File: config.mk
export PLATFORM = sky130hd
export DESIGN_NAME = ppu_top
export DESIGN_NICKNAME = d
export VERILOG_FILES = /design/src/hdl/ppu_reg_pkg.sv /design/src/hdl/ppu_video_pkg.sv /design/src/hdl/ppu_ifs.sv /design/src/hdl/ppu_regs.sv /design/src/hdl/ppu_raster_timing.sv /design/src/hdl/ppu_vram_port.sv /design/src/hdl/ppu_palette.sv /design/src/hdl/ppu_top.sv
export SDC_FILE = /design/constraint.sdc
export NUM_CORES = 1
export LEC_CHECK = 0
export ABC_AREA = 1
export BUFFER_PORTS_ARGS = -buffer_cell sky130_fd_sc_hd__buf_2
export CAP_MARGIN = 20
export CELL_PAD_IN_SITES_DETAIL_PLACEMENT = 2
export CELL_PAD_IN_SITES_GLOBAL_PLACEMENT = 2
export CORE_UTILIZATION = 30
export CTS_CLUSTER_SIZE = 24
export DETAILED_ROUTE_END_ITERATION = 10
export MAX_ROUTING_LAYER = met4
export PLACE_DENSITY = 0.84
export SYNTH_ARGS = -nofsm -noshare
export SYNTH_HDL_FRONTEND = slang
export SYNTH_HIERARCHICAL = 1
export SYNTH_SLANG_ARGS = --single-unit
export TNS_END_PERCENT = 1
File: constraint.sdc
create_clock -name i_clk -period 2.8 [get_ports i_clk]
set_input_delay 0.56 -clock i_clk [delete_from_list [all_inputs] [get_ports i_clk]]
set_output_delay 0.56 -clock i_clk [all_outputs]
set_load 0.02 [all_outputs]
File: src/hdl/ppu_reg_pkg.sv
// PPU CPU register map
// Register selects and bit positions of PPUCTRL, PPUMASK and PPUSTATUS
`default_nettype none

package ppu_reg_pkg;

    // Register select on i_rs
    typedef enum logic [2:0] {
        RS_PPUCTRL   = 3'd0,    // Control
        RS_PPUMASK   = 3'd1,    // Rendering mask
        RS_PPUSTATUS = 3'd2,    // Status, read only
        RS_PPUADDR   = 3'd6,    // VRAM address, two writes
        RS_PPUDATA   = 3'd7     // VRAM data port
    } reg_sel_e;

    // Levels of i_rw
    localparam logic RW_READ  = 1'b1;
    localparam logic RW_WRITE = 1'b0;

    // PPUCTRL bits
    localparam int CTRL_INC32  = 2;    // Address step 32 instead of 1
    localparam int CTRL_NMI_EN = 7;    // NMI at start of vblank

    // PPUMASK bits
    localparam int MASK_GREY = 0;      // Greyscale output

    // PPUSTATUS bits
    localparam int STATUS_VBLANK = 7;  // Vblank flag

endpackage

`default_nettype wire

File: src/hdl/ppu_video_pkg.sv
// PPU video definitions
// Raster timing, video address and colour types
`default_nettype none

package ppu_video_pkg;

    // Raster size in dots and lines
    localparam int SCREEN_WIDTH          = 341;
    localparam int SCREEN_HEIGHT         = 262;
    localparam int SCREEN_VISIBLE_WIDTH  = 256;
    localparam int SCREEN_VISIBLE_HEIGHT = 240;

    localparam int VBLANK_LINE = 241;  // First line of vblank

    // Dot or line number
    typedef logic [8:0] coord_t;

    // 14-bit video bus address
    typedef logic [13:0] vram_addr_t;

    // Palette window at the top of video space
    localparam vram_addr_t PALETTE_BASE    = 14'h3F00;
    localparam int         PALETTE_ENTRIES = 32;

    // Output pixel
    typedef struct packed {
        logic [7:0] red;
        logic [7:0] green;
        logic [7:0] blue;
    } rgb_t;

    // Line classes of one frame
    typedef enum logic [1:0] {
        VISIBLE,    // Lines 0 to 239
        POST,       // Line 240, idle
        VBLANK,     // Lines 241 to 260
        PRE         // Line 261, pre-render
    } raster_e;

endpackage

`default_nettype wire

File: src/hdl/ppu_ifs.sv
// PPU internal interfaces
// VRAM access requests from the register file, palette RAM access
`timescale 1ns/1ps
`default_nettype none

interface ppu_vram_if;
    logic       addr_hi_we;  // PPUADDR first write
    logic       addr_lo_we;  // PPUADDR second write
    logic       data_we;     // PPUDATA write
    logic       data_re;     // PPUDATA read
    logic [7:0] wdata;       // CPU write data
    logic       inc32;       // Address step select
    logic [7:0] rdata;       // Buffer or palette data back to CPU

    modport ctrl (output addr_hi_we, addr_lo_we, data_we, data_re, wdata, inc32,
                  input  rdata);
    modport port (input  addr_hi_we, addr_lo_we, data_we, data_re, wdata, inc32,
                  output rdata);
endinterface

interface ppu_pal_if;
    logic       we;
    logic [4:0] index;  // Palette entry, before mirroring
    logic [5:0] wdata;
    logic [5:0] rdata;

    modport port (output we, index, wdata, input rdata);
    modport pal  (input  we, index, wdata, output rdata);
endinterface

`default_nettype wire

File: src/hdl/ppu_regs.sv
// PPU CPU register file
// Decodes CPU accesses, holds control, mask, vblank flag and address toggle
`timescale 1ns/1ps
`default_nettype none

module ppu_regs
    import ppu_reg_pkg::*;
(
    input  wire logic       i_clk,
    input  wire logic       i_reset_n,
    input  wire logic       i_cs_n,          // Chip select, active low
    input  wire logic       i_rw,            // High read, low write
    input  var  reg_sel_e   i_rs,
    input  wire logic [7:0] i_data,          // From CPU
    output logic [7:0]      o_data,          // To CPU
    input  wire logic       i_vblank_start,
    input  wire logic       i_vblank_end,
    output logic            o_int_n,         // To CPU NMI
    output logic [7:0]      o_ppuctrl,
    output logic [7:0]      o_ppumask,
    ppu_vram_if.ctrl        vram
);

    logic       cpu_rd;
    logic       cpu_wr;
    logic       status_rd;
    logic       addr_wr;
    logic [7:0] ppuctrl;
    logic [7:0] ppumask;
    logic       vblank_flag;   // Set at vblank start, cleared at end or by read
    logic       addr_toggle;   // Low selects the high address byte
    logic [7:0] status;

    assign cpu_rd    = !i_cs_n && (i_rw == RW_READ);
    assign cpu_wr    = !i_cs_n && (i_rw == RW_WRITE);
    assign status_rd = cpu_rd && (i_rs == RS_PPUSTATUS);
    assign addr_wr   = cpu_wr && (i_rs == RS_PPUADDR);

    // Control and mask registers
    always_ff @(posedge i_clk)
    begin
        if (!i_reset_n)
        begin
            ppuctrl <= '0;
            ppumask <= '0;
        end
        else if (cpu_wr)
        begin
            case (i_rs)
                RS_PPUCTRL: ppuctrl <= i_data;
                RS_PPUMASK: ppumask <= i_data;
                default:
                begin
                end
            endcase
        end
    end

    // Vblank flag and address latch toggle
    always_ff @(posedge i_clk)
    begin
        if (!i_reset_n)
        begin
            vblank_flag <= 1'b0;
            addr_toggle <= 1'b0;
        end
        else
        begin
            if (i_vblank_start)
                vblank_flag <= 1'b1;
            else if (i_vblank_end || status_rd)
                vblank_flag <= 1'b0;       // Read clears the flag

            if (status_rd)
                addr_toggle <= 1'b0;       // Next PPUADDR write is the high byte
            else if (addr_wr)
                addr_toggle <= !addr_toggle;
        end
    end

    // Only the vblank bit is implemented
    always_comb
    begin
        status                = '0;
        status[STATUS_VBLANK] = vblank_flag;
    end

    // CPU read mux
    always_comb
    begin
        o_data = '0;
        if (!i_cs_n)
        begin
            case (i_rs)
                RS_PPUSTATUS: o_data = status;
                RS_PPUDATA:   o_data = vram.rdata;  // Buffer or palette
                default:      o_data = '0;
            endcase
        end
    end

    // Access strobes towards the VRAM port
    assign vram.addr_hi_we = addr_wr && !addr_toggle;
    assign vram.addr_lo_we = addr_wr && addr_toggle;
    assign vram.data_we    = cpu_wr && (i_rs == RS_PPUDATA);
    assign vram.data_re    = cpu_rd && (i_rs == RS_PPUDATA);
    assign vram.wdata      = i_data;
    assign vram.inc32      = ppuctrl[CTRL_INC32];

    assign o_int_n   = !(vblank_flag && ppuctrl[CTRL_NMI_EN]);  // Low while both set
    assign o_ppuctrl = ppuctrl;
    assign o_ppumask = ppumask;

endmodule

`default_nettype wire

File: src/hdl/ppu_raster_timing.sv
// PPU raster timing
// Dot and line counters, visible window and vblank events
`timescale 1ns/1ps
`default_nettype none

module ppu_raster_timing
    import ppu_video_pkg::*;
(
    input  wire logic i_clk,
    input  wire logic i_reset_n,
    output coord_t    o_x,
    output coord_t    o_y,
    output logic      o_visible,
    output logic      o_vblank_start,  // Single cycle at dot 0 of line 241
    output logic      o_vblank_end     // Single cycle at last dot of line 261
);

    coord_t  x;
    coord_t  y;
    raster_e line_class;

    // Dot counter wraps into the line counter
    always_ff @(posedge i_clk)
    begin
        if (!i_reset_n)
        begin
            x <= '0;
            y <= '0;
        end
        else if (x == coord_t'(SCREEN_WIDTH - 1))
        begin
            x <= '0;
            if (y == coord_t'(SCREEN_HEIGHT - 1))
                y <= '0;                   // New frame
            else
                y <= y + 1'b1;
        end
        else
            x <= x + 1'b1;
    end

    always_comb
    begin
        if (y < SCREEN_VISIBLE_HEIGHT)
            line_class = VISIBLE;
        else if (y < VBLANK_LINE)
            line_class = POST;
        else if (y < SCREEN_HEIGHT - 1)
            line_class = VBLANK;
        else
            line_class = PRE;
    end

    assign o_visible      = (line_class == VISIBLE) && (x < SCREEN_VISIBLE_WIDTH);
    assign o_vblank_start = (y == VBLANK_LINE) && (x == '0);
    assign o_vblank_end   = (line_class == PRE) && (x == coord_t'(SCREEN_WIDTH - 1));
    assign o_x            = x;
    assign o_y            = y;

endmodule

`default_nettype wire

File: src/hdl/ppu_vram_port.sv
// PPU VRAM port
// Address register, read buffer and video bus strobes, palette routing
`timescale 1ns/1ps
`default_nettype none

module ppu_vram_port
    import ppu_video_pkg::*;
(
    input  wire logic       i_clk,
    input  wire logic       i_reset_n,
    ppu_vram_if.port        vram,
    ppu_pal_if.port         pal,
    output logic            o_video_rd_n,
    output logic            o_video_we_n,
    output vram_addr_t      o_video_address,
    output logic [7:0]      o_video_data,
    input  wire logic [7:0] i_video_data
);

    vram_addr_t addr;
    vram_addr_t addr_step;
    logic [7:0] rd_buf;      // PPUDATA read buffer
    logic [7:0] wr_data;     // Held for the bus write cycle
    logic       pend_wr;     // Bus write in progress
    logic       pend_rd;     // Bus read in progress
    logic       in_pal;

    assign in_pal    = (addr >= PALETTE_BASE);
    assign addr_step = vram.inc32 ? vram_addr_t'(32) : vram_addr_t'(1);

    // Pending access, one bus cycle after the CPU access
    always_ff @(posedge i_clk)
    begin
        if (!i_reset_n)
        begin
            pend_wr <= 1'b0;
            pend_rd <= 1'b0;
        end
        else
        begin
            pend_wr <= vram.data_we && !in_pal;
            pend_rd <= vram.data_re && !in_pal;
        end
    end

    // Address load, high byte first, then step after each data access
    always_ff @(posedge i_clk)
    begin
        if (!i_reset_n)
            addr <= '0;
        else if (vram.addr_hi_we)
            addr[13:8] <= vram.wdata[5:0];
        else if (vram.addr_lo_we)
            addr[7:0] <= vram.wdata;
        else if (pend_wr || pend_rd || ((vram.data_we || vram.data_re) && in_pal))
            addr <= addr + addr_step;      // Palette accesses step at once
    end

    always_ff @(posedge i_clk)
    begin
        if (!i_reset_n)
            rd_buf <= '0;
        else if (pend_rd)
            rd_buf <= i_video_data;        // Captured at the end of the read cycle
    end

    always_ff @(posedge i_clk)
    begin
        if (vram.data_we)
            wr_data <= vram.wdata;
    end

    // Palette window bypasses the video bus
    assign pal.we     = vram.data_we && in_pal;
    assign pal.index  = addr[4:0];
    assign pal.wdata  = vram.wdata[5:0];
    assign vram.rdata = in_pal ? {2'b00, pal.rdata} : rd_buf;

    assign o_video_rd_n    = !pend_rd;
    assign o_video_we_n    = !pend_wr;
    assign o_video_address = addr;     // Old address during the bus cycle
    assign o_video_data    = wr_data;

endmodule

`default_nettype wire

File: src/hdl/ppu_palette.sv
// PPU palette
// 32-entry palette RAM and backdrop colour to RGB expansion
`timescale 1ns/1ps
`default_nettype none

module ppu_palette
    import ppu_video_pkg::*;
(
    input  wire logic i_clk,
    input  wire logic i_reset_n,
    ppu_pal_if.pal    pal,
    input  wire logic i_visible,
    input  wire logic i_grey,     // PPUMASK greyscale
    output logic [7:0] o_red,
    output logic [7:0] o_green,
    output logic [7:0] o_blue
);

    logic [5:0] pal_ram [PALETTE_ENTRIES];
    logic [4:0] eff_index;
    logic [5:0] colour;
    rgb_t       rgb_q;

    // Entries 0x10, 0x14, 0x18 and 0x1C mirror the backdrop slots
    assign eff_index = (pal.index[1:0] == 2'b00) ? {1'b0, pal.index[3:0]} : pal.index;

    always_ff @(posedge i_clk)
    begin
        if (!i_reset_n)
        begin
            for (int i = 0; i < PALETTE_ENTRIES; i++)
                pal_ram[i] <= '0;
        end
        else if (pal.we)
            pal_ram[eff_index] <= pal.wdata;
    end

    assign pal.rdata = pal_ram[eff_index];

    // Backdrop entry, top two bits only in greyscale
    assign colour = i_grey ? (pal_ram[0] & 6'h30) : pal_ram[0];

    // Registered pixel, black outside the visible window
    always_ff @(posedge i_clk)
    begin
        if (!i_reset_n)
            rgb_q <= '0;
        else if (i_visible)
        begin
            rgb_q.red   <= {4{colour[5:4]}};
            rgb_q.green <= {4{colour[3:2]}};
            rgb_q.blue  <= {4{colour[1:0]}};
        end
        else
            rgb_q <= '0;
    end

    assign o_red   = rgb_q.red;
    assign o_green = rgb_q.green;
    assign o_blue  = rgb_q.blue;

endmodule

`default_nettype wire

File: src/hdl/ppu_top.sv
// PPU top level
// Register file, raster timing, VRAM port and palette on plain ports
`timescale 1ns/1ps
`default_nettype none

module ppu_top
    import ppu_reg_pkg::*, ppu_video_pkg::*;
(
    input  wire logic       i_clk,
    input  wire logic       i_reset_n,
    input  wire logic       i_cs_n,
    input  wire logic       i_rw,
    input  wire logic [2:0] i_rs,
    input  wire logic [7:0] i_data,
    output logic [7:0]      o_data,
    output logic            o_int_n,
    output logic            o_video_rd_n,
    output logic            o_video_we_n,
    output vram_addr_t      o_video_address,
    output logic [7:0]      o_video_data,
    input  wire logic [7:0] i_video_data,
    output logic [7:0]      o_video_red,
    output logic [7:0]      o_video_green,
    output logic [7:0]      o_video_blue,
    output coord_t          o_video_x,
    output coord_t          o_video_y,
    output logic            o_video_visible,
    output logic [7:0]      o_debug_ppuctrl,
    output logic [7:0]      o_debug_ppumask
);

    logic vblank_start;
    logic vblank_end;

    ppu_vram_if u_vram_if ();
    ppu_pal_if  u_pal_if ();

    ppu_regs u_regs (
        .i_clk          (i_clk),
        .i_reset_n      (i_reset_n),
        .i_cs_n         (i_cs_n),
        .i_rw           (i_rw),
        .i_rs           (reg_sel_e'(i_rs)),
        .i_data         (i_data),
        .o_data         (o_data),
        .i_vblank_start (vblank_start),
        .i_vblank_end   (vblank_end),
        .o_int_n        (o_int_n),
        .o_ppuctrl      (o_debug_ppuctrl),
        .o_ppumask      (o_debug_ppumask),
        .vram           (u_vram_if.ctrl)
    );

    ppu_raster_timing u_raster (
        .i_clk          (i_clk),
        .i_reset_n      (i_reset_n),
        .o_x            (o_video_x),
        .o_y            (o_video_y),
        .o_visible      (o_video_visible),
        .o_vblank_start (vblank_start),
        .o_vblank_end   (vblank_end)
    );

    ppu_vram_port u_vram_port (
        .i_clk           (i_clk),
        .i_reset_n       (i_reset_n),
        .vram            (u_vram_if.port),
        .pal             (u_pal_if.port),
        .o_video_rd_n    (o_video_rd_n),
        .o_video_we_n    (o_video_we_n),
        .o_video_address (o_video_address),
        .o_video_data    (o_video_data),
        .i_video_data    (i_video_data)
    );

    ppu_palette u_palette (
        .i_clk     (i_clk),
        .i_reset_n (i_reset_n),
        .pal       (u_pal_if.pal),
        .i_visible (o_video_visible),
        .i_grey    (o_debug_ppumask[MASK_GREY]),
        .o_red     (o_video_red),
        .o_green   (o_video_green),
        .o_blue    (o_video_blue)
    );

endmodule

`default_nettype wire

==> flow_summary.yaml, run 1 <==
final_layout:
  drive_above_1_share_pct: 20.8
  antennaDiodeCount: 0
  finalInstanceArea_um2: 14900
  final_nets: 1677
  syn_to_final_growth_pct: 21.7
timing:
  slew_viol_final: 0
  fin_crit_sh_pct: 110
  finalSetupViolations: 13
  worst_slack_ns: -0.275
  slew_headroom_pct: 44.5
  fin_skew_ns: 0.0247
  tightest_slew_ns: 0.832
  fin_tns_setup_ns: -1.63
  hold_viol_final: 0
  timing.final.crit_period_ns: 3.07
  rsz0062_at_grt: "true"
  hold_slack_ns: 0.254
  max_freq_ghz: 0.325
detailed_routing:
  drt-initial-drc-count: 630
  drc: 0
  antenna_left: 0
  dr.pass1.iters: 5
  viasPerCell: 5.02
  routedWlPerCell_um: 21.3
  vias: 11010
  wl_um: 46800
setup_path:
  critPathCaptureType: "output port"
  cp_data_arrival_time_ns: 2.51
  path_class: "register to output port"
  cp.required_ns: 2.24
  critPathMaxFanout: 8
  worst_path_max_delay_cell: "dfxtp_4"
  critPathBufInv: 6
  path_delay_family: "simple AND/OR/NAND/NOR gates"
  crit_top_cell: "nand2_1"
  crit_chain: "clkinv_8, nor2_4, buf_8, buf_6, nand2_4, nand4_1, nand3_1, nand2_1, inv_2, nand2_2, nand2_1, nand2_1, inv_1, nor2_1, buf_4"
  cp-start-kind: "register"
  crit_path_max_incr_delay_ns: 0.48
pwr:
  ir_drop_mv: 0.440
  clkPwrFrac_pct: 45.7
  comb_power_share_pct: 6.3
  p_switching_w: 0.00201
  powerDensity_nw_per_um2: 557
  swShare_pct: 24.2
  seqPwrFrac_pct: 48.0
  intPower_w: 0.00629
  finalPower_w: 0.00830
  leakage_nw: 6.75
cts:
  worstSkewPairLatency_ns: 0.56
  numCtsBuffers: 28
  cts_tree: "yes"
  h-tree-depth: 1
  cts_sinks: 242
  clk_path_buf_depth: 3
  cts.clk_slew.worst_paths_ns: 0.07
  root_buffer: "clkbuf_16"
synthesis:
  synth_warnings: 6
  synth_nets: 1558
  synth.distinct_cells: 40
  syn_area_um2: 12200
  syn_inst: 1528
  avgSynthCellArea_um2: 8.01
  ys_seq_area_share_pct: 53.9
  synth-seq-cells: 242
global_route:
  grt_pass1_vias: 11935
  antenna_found_initial: 1
  grtUsageTotal_pct: 22.2
  grt_max_degree: 69
  grt_pass1_wl_um: 69100
  grt.busiest_layer: "met2"
  grt_overflow_total: 0
  met3_usage_pct: 3.00
  grt_use_met1_pct: 27.2
  met2_usage_pct: 38.1
status:
  violations: "setup timing"
  status: "finished, violations left"
floorplanning:
  die-area_um2: 41600
  dieWidth_um: 204
  dieHeight_um: 204
  start_util_pct: 30.6
  core_area_um2: 40000
  pin_count: 115
  fp-row-count: 73
placement:
  io_buffer_count: 114
  place_area_um2: 13300
  dpl.hpwl_um: 28900
  gp_congestion: 0.828
min_path:
  hold_class: "primary input to register"
run:
  max_cap_viol_count: 0
-- worst min-delay path, cell delays in order --
cell    delay (ns)
buf_2         0.08
nor2_1        0.03
nor2_1        0.09
-- placed cells by master, fill, tap and decap left out, drive strengths merged --
cell type / n
nand4: 20
dfxtp: 66
buf: 176
nor2: 322
clkinvlp: 1
nand2: 561
mux2i: 1
clkinv: 11
nor3: 12
xnor2: 2
nand3b: 2
a31oi: 1
ha: 7
inv: 120
o21ai: 28
xor2: 4
clkbuf: 45
nand3: 85
edfxtp: 176
o211ai: 1
a21oi: 21
or2: 3
bufinv: 2
o21bai: 2
-- stage by stage --
step | setup slack (ns) | std cells | utilization [%]
5_1_grt | -0.381 | 2194 | 37.2
3_3_place_gp | 0.185 | 2113 | 33.2
4_1_cts | -0.201 | 2183 | 36.4
2_1_floorplan | 0.0156 | 1528 | -
6_report | -0.275 | 2194 | 37.2
3_5_place_dp | 0.0602 | 2113 | 33.2
-- state kept, by name, summed over array words and instances (netlist names), 2 cells and up --
signal and cells:
u_palette/o_blue 2, u_vram_port/o_video_address 14, u_raster/o_x 9, u_raster/o_y 9
u_palette/o_green 2, u_vram_port/o_video_data 8, u_regs/o_ppuctrl 8, u_vram_port/rd_buf 8
u_palette/pal_ram 168, u_palette/o_red 2, u_regs/o_ppumask 8
-- layout make-up --
class | count | area, µm²
Fill cell | 4544 | 25100
Tap cell | 525 | 657
Clock inverter | 10 | 96.3
Multi-Input combinational cell | 1072 | 4870
Inverter | 124 | 485
Sequential cell | 242 | 6620
Timing Repair Buffer | 179 | 1340
Clock buffer | 42 | 835
-- power by group through the flow --
stage          combinational [W]  sequential (W)  clock [W]
3_3_place_gp            0.000452         0.00405          0
5_1_grt                 0.000563         0.00399    0.00398
2_1_floorplan           0.000285         0.00406          0
4_1_cts                 0.000492         0.00398    0.00381
3_5_place_dp            0.000471         0.00406          0
6_report                0.000523         0.00399    0.00379
-- routing by layer --
layer  up-vias  wire length [µm]
li1       5037                 -
met1      5588             19900
met2       302             23400
met3        83              2120
met4         0              1320
met5         -                 0
-- logic make-up after synthesis --
logic type	after synthesis	share of synthesized area, %
xor+xnor	6	0.429
mux	1	0.0817
compound gates	53	2.30
simple gates	1005	34.6
buf+inv	214	7.97
flops	242	53.9
fa+ha+maj	7	0.715
-- final timing paths --
check,end,cells past startpoint,from,slack [ns]
setup reg to reg,u_palette/pal_ram[26][5]$_SDFFCE_PN0P_,9,u_vram_port/o_video_address[11]$_SDFFE_PN0P_,-0.01
hold / removal,u_vram_port/rd_buf[2]$_SDFFE_PN0P_,3,i_video_data[2],0.25
hold reg to reg,u_regs/addr_toggle$_SDFFE_PP0P_,2,u_regs/addr_toggle$_SDFFE_PP0P_,0.47
setup / recovery,o_data[2],15,u_vram_port/o_video_address[0]$_SDFFE_PN0P_,-0.27
-- synth_stat cells, drive strengths merged --
master  count  area (µm²)
edfxtp    176        5290
ha          7        87.6
dfxtp      66        1320
inv       122         458
nand4      20         131
a21oi      21         105
mux2i       1        10.0
nor3       12        98.9
a31oi       1        6.26
nand3      85         460
buf        58         390
nand3b      2        15.0
o21bai      2        15.0
clkbuf     32         120
or2         3        18.8
xor2        4        35.0
o211ai      1        7.51
nor2      322        1300
o21ai      28         148
nand2     561        2210
xnor2       2        17.5
clkinv      2        7.51
-- what timing repair did --
action,in CTS,in global routing
buffers inserted,17,8
resized for setup,51,68
setup endpoints to repair,7,144
pin swaps,5,24
cloned,1,4
hold buffers,0,0
(Power assumes the default switching activity.)
==> run 2: changes to the inputs <==
ABC_AREA = default   (was 1)
CTS_BUF_LIST = sky130_fd_sc_hd__clkbuf_16   (was default)
PLACE_DENSITY = 0.76   (was 0.84)
==> flow_summary.yaml, run 2 <==
global_route:
  grt_pass1_wl_um: 58300
  grtUsageTotal_pct: 19.3
  grt_pass1_vias: 9358
  grt_overflow_total: 0
  antenna_found_initial: 0
  grt_max_degree: 79
status:
  violations: "setup timing"
  status: "finished, violations left"
floorplanning:
  start_util_pct: 30.7
  dieWidth_um: 201
  pin_count: 115
  die-area_um2: 40600
  core_area_um2: 38900
  fp-row-count: 72
  dieHeight_um: 201
final_layout:
  syn_to_final_growth_pct: 19.8
  multi_input_area_um2: 4800
  register_area_um2: 6620
  final_cell_mix: "and2_1, edfxtp_1, buf_2"
  final_nets: 1151
  drive_above_1_share_pct: 28.9
  fillerInstances: 4051
  largest_reg_flops: 168
  top_register: "u_palette/pal_ram"
  antennaDiodeCount: 0
  instances_no_fill: 1660
  layout_commonest_cell: "and2_1"
cts:
  numCtsBuffers: 27
  cts.clk_slew.worst_paths_ns: 0.06
  cts_tree: "yes"
  h-tree-depth: 1
  cts_sinks: 242
  postCtsHoldBufs: 0
  root_buffer: "clkbuf_16"
  worstSkewPairLatency_ns: 0.56
  clk_path_buf_depth: 3
synthesis:
  synth_most_common_cell: "and2_1"
  synth-seq-cells: 242
  synth_nets: 1019
  synthTopCellsByCount: "and2_1, edfxtp_1, nand2_1"
  yosys-top-cells-area: "edfxtp_1, dfxtp_1, and2_1, mux4_2, mux2i_1"
  synth_warnings: 6
  synth_ff_type: "edfxtp_1"
  yosys.area.top_type: "edfxtp_1"
  syn_inst: 989
  syn_area_um2: 11900
  synth_edf_count: 176
  avgSynthCellArea_um2: 12.1
  ys_seq_area_share_pct: 55.4
  synth_top_area_share_pct: 44.3
  synthArstFlopShare_pct: 0
  synth.distinct_cells: 68
timing:
  timing.final.crit_period_ns: 3.17
  tightest_slew_ns: 0.763
  fin_crit_sh_pct: 113
  max_freq_ghz: 0.316
  worst_slack_ns: -0.367
  hold_viol_final: 0
  slew_headroom_pct: 49.1
  rsz0062_at_grt: "true"
  slew_viol_final: 0
  finalSetupViolations: 6
  fin_skew_ns: 0.0133
  hold_slack_ns: 0.236
pwr:
  powerDensity_nw_per_um2: 557
  clkPwrFrac_pct: 43.7
  comb_power_share_pct: 5.8
  intPower_w: 0.00607
  seqPwrFrac_pct: 50.5
  swShare_pct: 23.7
  ir_drop_mv: 0.430
  leakage_nw: 5.25
  p_switching_w: 0.00189
setup_path:
  cp.required_ns: 2.24
  crit_start: "u_vram_port/o_video_address[1]$_SDFFE_PN0P_"
  cp_data_arrival_time_ns: 2.61
  critPathCaptureType: "output port"
  cp-start-kind: "register"
  regToRegStartpoint: "u_vram_port/o_video_address[9]$_SDFFE_PN0P_"
  critPathMaxFanout: 6
  path_class: "register to output port"
detailed_routing:
  drt-initial-drc-count: 420
  antenna_left: 0
  dr.pass1.iters: 5
  viasPerCell: 5.16
  vias: 8561
  routedWlPerCell_um: 22.7
  drc: 0
  wl_um: 37800
placement:
  dpl.hpwl_um: 26100
  dp.cells: 1602
  io_buffer_count: 114
  gp_congestion: 0.843
run:
  max_cap_viol_count: 0
min_path:
  min-delay-start: "i_data[6]"
  hold_class: "primary input to register"
run 2: cell type report:
cell class / instances / share of cell area [%]
timing repair buffer: 195 / 9.17
clock inverter: 23 / 1.25
inverter: 15 / 0.394
sequential: 242 / 46.3
clock buffer: 27 / 4.73
tap: 518 / 4.54
multi-input combinational: 640 / 33.6
run 2: repair_timing:
item | CTS | global route
pin swaps | 11 | 6
endpoints found under the setup margin | 6 | 8
buffers inserted | 6 | 2
gates resized for setup | 38 | 13
run 2: critical path, cell delays in order (launching register included):
cell and delay, ns:
dfxtp_4 0.42, buf_6 0.15, buf_4 0.13, o21a_4 0.19
nor3_2 0.07, buf_6 0.15, a22oi_2 0.23, nand3_2 0.14
mux2_4 0.27, and2_1 0.17, buf_6 0.14
run 2: logic make-up after synthesis:
| family | Yosys count | share of synthesized area, % |
|---|---|---|
| simple gates | 424 | 19.8 |
| fa+ha+maj | 7 | 0.734 |
| buf+inv | 107 | 5.64 |
| compound gates | 105 | 6.01 |
| mux | 90 | 11.4 |
| flops | 242 | 55.4 |
| xor+xnor | 14 | 1.03 |
run 2: power groups by stage:
stage	Clock (W)	Combinational (W)	Sequential (W)
final	0.00348	0.000460	0.00402
after global routing	0.00368	0.000491	0.00403
after CTS	0.00357	0.000460	0.00402
after detailed placement	0	0.000445	0.00410
after global placement	0	0.000428	0.00409
after floorplan	0	0.000257	0.00407
run 2: routing by layer:
| metal | vias to the layer above | track usage [%] | part of all wire, % |
|---|---|---|---|
| met4 | 0 | 6.55 | 2.9 |
| met3 | 80 | 2.48 | 4.8 |
| li1 | 3804 | - | - |
| met1 | 4413 | 23.1 | 42 |
| met5 | - | - | 0 |
| met2 | 264 | 33.2 | 50 |
run 2: path summary, 6_finish.rpt:
| path | slack (ns) | to | depth (start not counted) |
|---|---|---|---|
| worst max-delay path | -0.37 | o_data[3] | 10 |
| worst min-delay path | 0.24 | u_vram_port/o_video_data[6]$_DFFE_PP_ | 1 |
| worst max register to register | 0.25 | u_palette/pal_ram[4][0]$_SDFFCE_PN0P_ | 7 |
| worst min register to register | 0.47 | u_regs/o_ppuctrl[0]$_SDFFE_PN0P_ | 2 |
run 2: stage by stage:
stage	power (W)	utilization [%]	TNS, ns	setup slack (ns)	cell area (µm²)
floorplan	0.00433	-	0	0.00832	11900
global placement	0.00452	33.8	0	0.0833	13200
detailed placement	0.00454	33.8	0	0.0738	13200
CTS	0.00805	36.6	-2.26	-0.393	14200
global route	0.00820	36.7	-2.46	-0.430	14300
finish	0.00796	36.7	-2.09	-0.367	14300
==> run 3: changes to the inputs <==
MAX_ROUTING_LAYER = default   (was met4)
==> flow_summary.yaml, run 3 (same netlist as run 2, synthesis figures left out) <==
status:
  status: "finished, violations left"
  violations: "setup timing"
final_layout:
  multi_input_area_um2: 4800
  fillerInstances: 4051
  layout_commonest_cell: "and2_1"
  largest_reg_flops: 168
  final_nets: 1151
  final_cell_mix: "and2_1, edfxtp_1, buf_2"
  syn_to_final_growth_pct: 19.8
  antennaDiodeCount: 0
  register_area_um2: 6620
  fin_util_pct: 36.7
  drive_above_1_share_pct: 28.9
  top_register: "u_palette/pal_ram"
detailed_routing:
  viasPerCell: 5.12
  drc: 0
  wl_um: 37700
  routedWlPerCell_um: 22.7
  dr.pass1.iters: 5
  antenna_left: 0
  vias: 8494
  drt-initial-drc-count: 408
global_route:
  grt_max_degree: 79
  grt_pass1_vias: 9374
  grt_pass1_wl_um: 58300
  antenna_found_initial: 0
  grt_overflow_total: 0
  grtUsageTotal_pct: 18.7
cts:
  cts.clk_slew.worst_paths_ns: 0.06
  clk_path_buf_depth: 3
  cts_tree: "yes"
  numCtsBuffers: 27
  root_buffer: "clkbuf_16"
  cts_sinks: 242
  h-tree-depth: 1
  worstSkewPairLatency_ns: 0.56
min_path:
  min-delay-start: "i_data[6]"
  hold_class: "primary input to register"
setup_path:
  path_class: "register to output port"
  regToRegStartpoint: "u_vram_port/o_video_address[9]$_SDFFE_PN0P_"
  critPathCaptureType: "output port"
  crit_start: "u_vram_port/o_video_address[0]$_SDFFE_PN0P_"
  critPathMaxFanout: 12
  cp_data_arrival_time_ns: 2.60
  cp.required_ns: 2.24
  cp-start-kind: "register"
pwr:
  ir_drop_mv: 0.429
  powerDensity_nw_per_um2: 557
  leakage_nw: 5.25
  finalPower_w: 0.00796
floorplanning:
  fp-row-count: 72
  dieWidth_um: 201
  die-area_um2: 40600
  pin_count: 115
  core_area_um2: 38900
  dieHeight_um: 201
  start_util_pct: 30.7
placement:
  io_buffer_count: 114
  dpl.hpwl_um: 26100
  gp_congestion: 0.830
  pre_cts_ws_ns: 0.0738
timing:
  slew_headroom_pct: 49.3
  max_freq_ghz: 0.316
  worst_slack_ns: -0.360
  slew_viol_final: 0
  fin_skew_ns: 0.0141
  hold_viol_final: 0
  tightest_slew_ns: 0.760
  rsz0062_at_grt: "true"
  finalSetupViolations: 6
  timing.final.crit_period_ns: 3.16
  fin_crit_sh_pct: 113
run:
  max_cap_viol_count: 0
==> run 3: layout make-up <==
class,instances,share of cell area [%]
clock buffers,27,4.73
multi-input cells,640,33.6
well taps,518,4.54
repair buffers,195,9.17
flip-flops and latches,242,46.3
clock inverters,23,1.25
inverters,15,0.394
==> run 3: path summary, 6_finish.rpt <==
path | to | cells after the start | slack (ns)
setup reg to reg | u_palette/pal_ram[4][0]$_SDFFCE_PN0P_ | 7 | 0.27
setup / recovery | o_data[2] | 7 | -0.36
hold reg to reg | u_regs/o_ppuctrl[0]$_SDFFE_PN0P_ | 2 | 0.47
hold / removal | u_vram_port/o_video_data[6]$_DFFE_PP_ | 1 | 0.24
==> run 3: repair_timing <==
action,CTS,global route
hold buffers,0,0
setup buffers,6,2
endpoints found under the setup margin,6,8
pin swaps,11,6
gates resized for setup,38,13
==> run 3: worst max-delay path, stage by stage (launching register included) <==
cell and delay [ns]:
dfxtp_4 0.39, buf_12 0.16, mux4_2 0.55, a22oi_2 0.22, nand3_2 0.13, mux2_2 0.29
and2_1 0.14, buf_4 0.16
==> run 3: metrics by stage <==
stage	instances	hold slack [ns]	setup TNS, ns	area, µm²
6_report	1660	0.235	-2.09	14300
5_1_grt	1660	0.228	-2.46	14300
4_1_cts	1658	0.215	-2.26	14200
3_5_place_dp	1602	0.453	0	13200
3_3_place_gp	1602	0.441	0	13200
2_1_floorplan	989	0.443	0	11900
==> run 3: routing by layer <==
| layer | wire length, µm | part of all wire (%) | global-route usage [%] |
|---|---|---|---|
| met1 | 15900 | 42 | 23.0 |
| met2 | 19000 | 50 | 33.3 |
| met4 | 1150 | 3.1 | 6.57 |
| met3 | 1730 | 4.6 | 2.49 |
| met5 | 0 | 0 | 0 |
==> run 3: power by group <==
part           total, W  switching, W  internal [W]
logic          0.000460      0.000293      0.000167
registers       0.00402     0.0000707       0.00395
clock network   0.00348       0.00152       0.00196
total           0.00796       0.00188       0.00607
